--- src/cmd_settings.svh ---
/* Build-time sizes for the command packet processor
   Stream word width and register file geometry */
`ifndef CMD_SETTINGS_SVH
`define CMD_SETTINGS_SVH

// Width of every stream word and of each register
`define CMD_DATA_W 32

// Register file depth
`define CMD_REG_COUNT 16
// Register index, taken from the low bits of the address word
`define CMD_ADDR_W 4

`endif

--- src/cmd_pkg.sv ---
/* Shared types of the command packet processor
   Opcode and response code encodings, receive beat,
   command header, executor result and response record,
   plus the state encodings of the three stages */
package cmd_pkg;
	`include "cmd_settings.svh"

	// Opcode from the low byte of the CC word
	typedef enum logic [7:0] {
		OP_NOP   = 8'h00,
		OP_WRITE = 8'h01,
		OP_READ  = 8'h02,
		OP_SUM   = 8'h03
	} cmd_opcode_e;

	// Response code, zero-extended onto the RC word
	typedef enum logic [7:0] {
		RC_OK      = 8'h00,
		RC_ILLEGAL = 8'h01,
		RC_LENGTH  = 8'h02
	} resp_code_e;

	// One receive stream beat
	typedef struct packed {
		logic [`CMD_DATA_W-1:0]   data;
		logic [`CMD_DATA_W/8-1:0] keep;
		logic                     last;
	} rx_beat_t;

	// Latched CSN and opcode, 40 bits
	typedef struct packed {
		logic [`CMD_DATA_W-1:0] csn;
		cmd_opcode_e            opcode;
	} cmd_header_t;

	// What the executor hands back; rdc is 0 or 1
	typedef struct packed {
		resp_code_e             code;
		logic                   rdc;
		logic [`CMD_DATA_W-1:0] rd1;
	} exec_result_t;

	// A whole response as seen by the framer
	typedef struct packed {
		logic [`CMD_DATA_W-1:0] rsn;
		exec_result_t           result;
	} resp_t;

	typedef enum logic [3:0] {
		S_IDLE, S_RESYNC, S_LATCH_CSN, S_WAIT_CC, S_LATCH_CC, S_START_CC,
		S_PAUSE, S_TEST_RUNNING, S_WAIT_FOR_DONE, S_DONE, S_ILLEGAL_CC
	} seq_state_e;

	typedef enum logic [2:0] {
		E_IDLE, E_START, E_CDC, E_DATA, E_DONE
	} exec_state_e;

	typedef enum logic [2:0] {
		F_IDLE, F_RSN, F_RC, F_RDC, F_RD1
	} frame_state_e;
endpackage

--- src/command_sequencer.sv ---
/* Command sequencer
   Latches CSN and CC from the receive stream, starts the executor,
   treats a missing start as an illegal command and drains its packet,
   then holds the response record until the framer takes it */
`include "cmd_settings.svh"

module command_sequencer import cmd_pkg::*; (
	input  logic         clk,
	input  logic         reset,
	input  rx_beat_t     rx_beat,
	input  logic         rx_valid,
	output logic         rx_ready,
	output cmd_header_t  header,
	output logic         run,
	input  logic         running,
	input  logic         done,
	input  exec_result_t result,
	output resp_t        resp,
	output logic         resp_valid,
	input  logic         resp_ready
);

	seq_state_e state;
	seq_state_e state_n;

	// Valid last beat where the sequencer itself is reading
	logic last_seen;

	assign last_seen = rx_valid && rx_beat.last;

	always_ff @(posedge clk) begin
		if (reset)
			state <= S_IDLE;
		else
			state <= state_n;
	end

	always_comb begin
		state_n = state;
		case (state)
			// A stray last beat here means we lost sync, throw it away
			S_IDLE: begin
				if (last_seen)
					state_n = S_RESYNC;
				else if (rx_valid)
					state_n = S_LATCH_CSN;
			end
			S_RESYNC:    state_n = S_IDLE;
			S_LATCH_CSN: state_n = S_WAIT_CC;
			// Packet ending at CC carries no command
			S_WAIT_CC: begin
				if (last_seen)
					state_n = S_RESYNC;
				else if (rx_valid)
					state_n = S_LATCH_CC;
			end
			S_LATCH_CC: state_n = S_START_CC;
			S_START_CC: state_n = S_PAUSE;
			// Executor gets one cycle to raise running
			S_PAUSE:    state_n = S_TEST_RUNNING;
			S_TEST_RUNNING: begin
				if (running)
					state_n = S_WAIT_FOR_DONE;
				else
					state_n = S_ILLEGAL_CC;
			end
			S_WAIT_FOR_DONE: begin
				if (done)
					state_n = S_DONE;
			end
			// Nobody took the command, drain to last
			S_ILLEGAL_CC: begin
				if (last_seen)
					state_n = S_DONE;
			end
			S_DONE: begin
				if (resp_ready)
					state_n = S_IDLE;
			end
			default: state_n = S_IDLE;
		endcase
	end

	// Header and response registers
	always_ff @(posedge clk) begin
		if (state == S_LATCH_CSN)
			header.csn <= rx_beat.data;
		if (state == S_LATCH_CC)
			header.opcode <= cmd_opcode_e'(rx_beat.data[7:0]);
		if (state == S_WAIT_FOR_DONE && done) begin
			resp.rsn    <= header.csn;
			resp.result <= result;
		end
		if (state == S_ILLEGAL_CC && last_seen) begin
			resp.rsn    <= header.csn;
			resp.result <= '{code: RC_ILLEGAL, rdc: 1'b0, rd1: '0};
		end
	end

	// Receive ownership outside the executor's data phase
	assign rx_ready = (state == S_RESYNC) || (state == S_LATCH_CSN) ||
		(state == S_LATCH_CC) || (state == S_ILLEGAL_CC);

	// run stays up until the executor reports done
	assign run = (state == S_START_CC) || (state == S_PAUSE) ||
		(state == S_TEST_RUNNING) || (state == S_WAIT_FOR_DONE);

	assign resp_valid = (state == S_DONE);

	// Link carries whole words only
	a_full_keep: assert property (@(posedge clk) disable iff (reset)
		rx_valid |-> rx_beat.keep == '1);

	// Record must not move under the framer before it is taken
	a_resp_stable: assert property (@(posedge clk) disable iff (reset)
		resp_valid && !resp_ready |=> resp_valid && $stable(resp));

endmodule

--- src/command_executor.sv ---
/* Command executor
   Starts on a rising run for known opcodes, reads CDC and data words
   until last, checks the count, runs WRITE, READ, SUM or NOP against
   its register file and pulses done with the result */
`include "cmd_settings.svh"

module command_executor import cmd_pkg::*; (
	input  logic         clk,
	input  logic         reset,
	input  cmd_header_t  header,
	input  logic         run,
	input  rx_beat_t     rx_beat,
	input  logic         rx_valid,
	output logic         rx_ready,
	output logic         running,
	output logic         done,
	output exec_result_t result
);

	exec_state_e state;
	logic run_q;
	logic start, legal_op, accept, finish, in_data, rule_ok, len_ok;

	logic [`CMD_DATA_W-1:0] regs [`CMD_REG_COUNT];
	logic [`CMD_DATA_W-1:0] cdc_q, count_q, sum_q, word0_q, word1_q;
	logic [`CMD_DATA_W-1:0] cdc_n, count_n, sum_n, word0_n, word1_n;
	logic [`CMD_ADDR_W-1:0] addr;
	exec_result_t res_n;

	// Unknown opcodes never start, the sequencer sees running stay low
	assign legal_op = header.opcode inside {OP_NOP, OP_WRITE, OP_READ, OP_SUM};
	assign start    = run && !run_q && legal_op;

	// Beats are taken only after the sequencer has checked running
	assign rx_ready = (state == E_CDC) || (state == E_DATA);
	assign accept   = rx_valid && rx_ready;
	assign finish   = accept && rx_beat.last;
	assign in_data  = (state == E_DATA);
	assign running  = (state != E_IDLE);
	assign done     = (state == E_DONE);

	always_ff @(posedge clk) begin
		if (reset) begin
			state <= E_IDLE;
			run_q <= 1'b0;
		end else begin
			run_q <= run;
			case (state)
				E_IDLE:  if (start) state <= E_START;
				E_START: state <= E_CDC;
				E_CDC:   if (accept) state <= rx_beat.last ? E_DONE : E_DATA;
				E_DATA:  if (finish) state <= E_DONE;
				E_DONE:  state <= E_IDLE;
				default: state <= E_IDLE;
			endcase
		end
	end

	// Values including the beat on the bus, so the last word counts too
	assign cdc_n   = (state == E_CDC) ? rx_beat.data : cdc_q;
	assign count_n = in_data ? count_q + 1 : count_q;
	assign sum_n   = in_data ? sum_q + rx_beat.data : sum_q;
	assign word0_n = (in_data && count_q == 0) ? rx_beat.data : word0_q;
	assign word1_n = (in_data && count_q == 1) ? rx_beat.data : word1_q;
	assign addr    = word0_n[`CMD_ADDR_W-1:0];

	// Data count each opcode allows
	always_comb begin
		case (header.opcode)
			OP_NOP:   rule_ok = (count_n == 0);
			OP_WRITE: rule_ok = (count_n == 2);
			OP_READ:  rule_ok = (count_n == 1);
			default:  rule_ok = (count_n != 0);
		endcase
	end
	assign len_ok = rule_ok && (cdc_n == count_n);

	always_comb begin
		res_n = '{code: RC_OK, rdc: 1'b0, rd1: '0};
		if (!len_ok) begin
			res_n.code = RC_LENGTH;
		end else if (header.opcode == OP_READ) begin
			res_n.rdc = 1'b1;
			res_n.rd1 = regs[addr];
		end else if (header.opcode == OP_SUM) begin
			res_n.rdc = 1'b1;
			res_n.rd1 = sum_n;
		end
	end

	// Datapath and register file
	always_ff @(posedge clk) begin
		if (state == E_START) begin
			count_q <= '0;
			sum_q   <= '0;
		end
		if (accept) begin
			cdc_q   <= cdc_n;
			count_q <= count_n;
			sum_q   <= sum_n;
			word0_q <= word0_n;
			word1_q <= word1_n;
		end
		// Result held until the next command finishes
		if (finish)
			result <= res_n;
		if (finish && len_ok && header.opcode == OP_WRITE)
			regs[addr] <= word1_n;
	end

	// Sequencer keeps run up for the whole command
	a_done_running: assert property (@(posedge clk) disable iff (reset)
		done |-> $past(running) && run);

endmodule

--- src/response_framer.sv ---
/* Response framer
   Takes one response record and sends RSN, RC, RDC and,
   when RDC is 1, RD1 on the transmit stream, last on the final word */
`include "cmd_settings.svh"

module response_framer import cmd_pkg::*; (
	input  logic                   clk,
	input  logic                   reset,
	input  resp_t                  resp,
	input  logic                   resp_valid,
	output logic                   resp_ready,
	output logic [`CMD_DATA_W-1:0] tx_data,
	output logic                   tx_last,
	output logic                   tx_valid,
	input  logic                   tx_ready
);

	frame_state_e state;
	resp_t resp_q;

	assign resp_ready = (state == F_IDLE);
	assign tx_valid   = (state != F_IDLE);

	// Advance one word per accepted transfer
	always_ff @(posedge clk) begin
		if (reset) begin
			state <= F_IDLE;
		end else begin
			case (state)
				F_IDLE:  if (resp_valid) state <= F_RSN;
				F_RSN:   if (tx_ready) state <= F_RC;
				F_RC:    if (tx_ready) state <= F_RDC;
				F_RDC:   if (tx_ready) state <= resp_q.result.rdc ? F_RD1 : F_IDLE;
				F_RD1:   if (tx_ready) state <= F_IDLE;
				default: state <= F_IDLE;
			endcase
		end
	end

	always_ff @(posedge clk) begin
		if (resp_valid && resp_ready)
			resp_q <= resp;
	end

	// Word select, driven only from state and the held record
	always_comb begin
		case (state)
			F_RSN:   tx_data = resp_q.rsn;
			F_RC:    tx_data = {{(`CMD_DATA_W-8){1'b0}}, resp_q.result.code};
			F_RDC:   tx_data = {{(`CMD_DATA_W-1){1'b0}}, resp_q.result.rdc};
			F_RD1:   tx_data = resp_q.result.rd1;
			default: tx_data = '0;
		endcase
	end

	// RDC closes the packet unless RD1 follows
	assign tx_last = (state == F_RD1) || (state == F_RDC && !resp_q.result.rdc);

	a_tx_hold: assert property (@(posedge clk) disable iff (reset)
		tx_valid && !tx_ready |=> tx_valid && $stable(tx_data) && $stable(tx_last));

endmodule

--- src/command_processor.sv ---
/* Command processor top level
   Chains sequencer, executor and framer between the
   receive and transmit streams */
`include "cmd_settings.svh"

module command_processor import cmd_pkg::*; (
	input  logic                   clk,
	input  logic                   reset,
	input  rx_beat_t               rx_beat,
	input  logic                   rx_valid,
	output logic                   rx_ready,
	output logic [`CMD_DATA_W-1:0] tx_data,
	output logic                   tx_last,
	output logic                   tx_valid,
	input  logic                   tx_ready
);

	logic seq_rx_ready, exec_rx_ready;
	logic run, running, done;
	logic resp_valid, resp_ready;
	cmd_header_t header;
	exec_result_t result;
	resp_t resp;

	// Only one stage owns the receive stream at a time
	assign rx_ready = seq_rx_ready | exec_rx_ready;

	command_sequencer seq0 (
		.clk(clk), .reset(reset), .rx_beat(rx_beat), .rx_valid(rx_valid),
		.rx_ready(seq_rx_ready), .header(header), .run(run), .running(running),
		.done(done), .result(result), .resp(resp), .resp_valid(resp_valid),
		.resp_ready(resp_ready));

	command_executor exec0 (
		.clk(clk), .reset(reset), .header(header), .run(run), .rx_beat(rx_beat),
		.rx_valid(rx_valid), .rx_ready(exec_rx_ready), .running(running),
		.done(done), .result(result));

	response_framer frame0 (
		.clk(clk), .reset(reset), .resp(resp), .resp_valid(resp_valid),
		.resp_ready(resp_ready), .tx_data(tx_data), .tx_last(tx_last),
		.tx_valid(tx_valid), .tx_ready(tx_ready));

endmodule

--- config.mk ---
export PLATFORM = sky130hd
export DESIGN_NAME = command_processor
export DESIGN_NICKNAME = d
export VERILOG_FILES = /design/src/cmd_pkg.sv /design/src/command_sequencer.sv /design/src/command_executor.sv /design/src/response_framer.sv /design/src/command_processor.sv
export VERILOG_INCLUDE_DIRS = /design/src /design/src/src
export SDC_FILE = /design/constraint.sdc
export NUM_CORES = 1
export LEC_CHECK = 0
export BUFFER_PORTS_ARGS = -buffer_cell sky130_fd_sc_hd__buf_2
export CAP_MARGIN = 20
export CORE_MARGIN = 2
export CORE_UTILIZATION = 35
export DETAILED_ROUTE_END_ITERATION = 7
export GPL_TIMING_DRIVEN = 0
export PLACE_DENSITY = 0.59
export RECOVER_POWER = 100
export SLEW_MARGIN = 5
export SYNTH_ARGS = -nofsm -noshare
export SYNTH_HDL_FRONTEND = slang
export SYNTH_SLANG_ARGS = --single-unit
--- constraint.sdc ---
create_clock -name clk -period 17.7 [get_ports clk]
set_clock_uncertainty 0.2 [all_clocks]
set_input_delay 2.655 -clock clk [delete_from_list [all_inputs] [get_ports clk]]
set_output_delay 2.655 -clock clk [all_outputs]
set_load 0.1 [all_outputs]
==> out/qor.yml <==
status: "finished, violations left"
violations: "max-capacitance violations, max-slew violations"
synth_seq_area_share_pct: 68.7
power_leakage_nw: 14.3
power_density_nw_per_um2: 109
routedWlPerCell_um: 24.4
antenna_found_initial: 2
clk_pin_slew_worst_paths_ns: 0.06
initial_utilization_pct: 35.3
hold_violations: 0
dp_hpwl_um: 74400
max_stage_delay_ns: 1.73
pre_cts_slack_ns: 10.29
num_vias: 23500
die-area_um2: 109000
grt_pass1_vias: 22200
cp_data_required_time_ns: 17.75
fin_area_um2: 42200
drt_iter0_drc: 2475
fin_tns_setup_ns: 0
clk_path_buf_depth: 3
synth_edf_count: 817
path_class: "input port to register"
synth.most_common_cell: "edfxtp_1"
cts_hold_buf: 0
vdd_drop_max_mv: 0.101
placedInstanceArea_um2: 39900
ys_seq_elements: 863
synth_ff_type: "edfxtp_1"
die_w_um: 329
cts_tree: "yes"
cp_top_family: "simple AND/OR/NAND/NOR gates"
layoutNonFillerInstCount: 4364
area_growth_syn_to_layout_pct: 13.9
drv_slew: 530
grt_max_degree: 58
numCtsBuffers: 89
critical_path.cell_chain: "clkbuf_1, nand2_1, nor2_1, clkbuf_1, nand4b_1, or4_1, nor2_1, clkbuf_1"
startpoint_type: "input port"
syn-num-nets: 2771
routed_wl_um: 107000
clock_sinks: 863
synthTopCellsByArea: "edfxtp_1 (66%), nand2_1 (4.0%), mux2i_1 (3.9%)"
gp_congestion: 0.893
cp_max_fo: 34
grt_usage_pct: 19.4
synth_top_family_by_area: "simple AND/OR/NAND/NOR gates"
drc: 0
setup_violations: 0
synth_top_area_share_pct: 66.2
drv_cap: 24
die_y_um: 329
path_buf_inv: 3
cts_resized: 0
yosys_warnings: 0
syn_area_um2: 37100
viasPerCell: 5.39
root_buffer: "clkbuf_16"
cp-end-kind: "register"
synthMuxAreaShare_pct: 5.84
overflow: 0
synthArstFlopShare_pct: 0
grt_setup_unrepaired: "false"
placementRows: 119
finalCritPeriodShare_pct: 52.3
fin_ws_ns: 8.45
ys_types: 83
synthSimpleGateAreaFrac_pct: 11.6
avgSynthCellArea_um2: 13.8
yosys.area_share.adder_pct: 1.20
fin_total_pwr_mw: 4.60
min_period_ns: 9.25
syn_inst: 2695
synth_xor_area_share_pct: 2.34
cts_setup_buffers: 0
h-tree-depth: 3
grt_pass1_wl_um: 153000
maxSlewHeadroom_pct: -136
hold_path.class: "register to register"
crit_path_frequent_cell: "clkbuf_1"
first_pass_iters: 6
insertion_delay_ns: 0.66
place_inst: 4193
portBuffers: 70
fmax_mhz: 108
ios: 76
drtAntennaViolNets: 0
synth_top_cell_by_area: "edfxtp_1"
cp_data_arrival_time_ns: 9.30
drive_gt1_share_pct: 7.34
netlist_top_cells_count: "edfxtp_1 (817), nand2_1 (395), mux2i_1 (144)"
synth-compound-area-share_pct: 8.26
cp_slowest_cell: "nor2_1"
nets: 2971
worst_pin_slew_ns: 3.54
final.fill_count: 9842
core_area_um2: 105000
[logic make-up after synthesis]
| group | count (synthesis) |
|---|---|
| XOR/XNOR | 84 |
| buffers and inverters | 183 |
| adder cells (fa/ha/maj) | 35 |
| multiplexers | 208 |
| AO/OA/AOI/OAI | 431 |
| flip-flops | 863 |
| AND/OR/NAND/NOR | 891 |
[through the flow]
step	hold WS, ns	util [%]
floorplan	0.200	-
global placement	0.201	37.2
detailed placement	0.205	38.0
CTS	0.218	41.0
global route	0.221	40.2
finish	0.217	40.2
[report_power, final]
part	switching [mW]	internal, mW	total [mW]	leakage [nW]
Combinational	0.194	0.0682	0.263	4.90
Sequential	0.0341	2.30	2.34	7.85
Clock	0.807	1.19	2.00	1.54
[path summary, 6_finish.rpt]
path	slack (ns)	depth (start not counted)	from	end
worst max-delay path	8.45	8	rx_valid	exec0.regs[2][9]
worst min-delay path	0.22	0	seq0.resp[42]	frame0.resp_q[42]
worst max register to register	9.32	12	exec0.count_q[8]	exec0.regs[0][23]
worst min register to register	0.22	0	seq0.resp[42]	frame0.resp_q[42]
[registers in the layout, summed over array words and instances (netlist names)]
name           flops
exec0.sum_q       32
exec0.state        3
seq0.header       40
frame0.state       3
exec0.word0_q      4
seq0.state         4
frame0.resp_q     67
exec0.cdc_q       32
seq0.resp         67
exec0.result      34
exec0.word1_q     32
exec0.regs       512
exec0.count_q     32
exec0.run_q        1
[layout make-up]
class	instances	area (µm²)	area share, %
buffer	158	671	1.59
clock inverter	56	759	1.80
antenna	1	2.50	0.00593
tap	1391	1740	4.12
timing repair buffer	109	423	1.00
sequential	863	25500	60.3
clock buffer	112	2410	5.70
inverter	25	95.1	0.225
multi-input combinational	1649	10700	25.3
[metal layers]
metal  share of wire (%)  global-route usage, %  wire length, µm  vias to the layer above
li1                    -                      -                -                    10700
met5                   0                      0                0                        -
met1                  42                   26.3            44700                    11700
met4                 3.7                   7.07             3920                        0
met2                  47                   31.9            50400                      973
met3                 7.1                   2.49             7540                      179
[layout by cell type, fill, tap and decap left out, types with 57 or more instances in the layout]
cell type	count
a21oi_1	125
clkbuf_1	226
clkbuf_16	91
edfxtp_1	817
mux2_1	57
mux2i_1	144
nand2_1	395
nand3_1	101
nor2_1	140
o22ai_1	65
(Power assumes the default switching activity.)
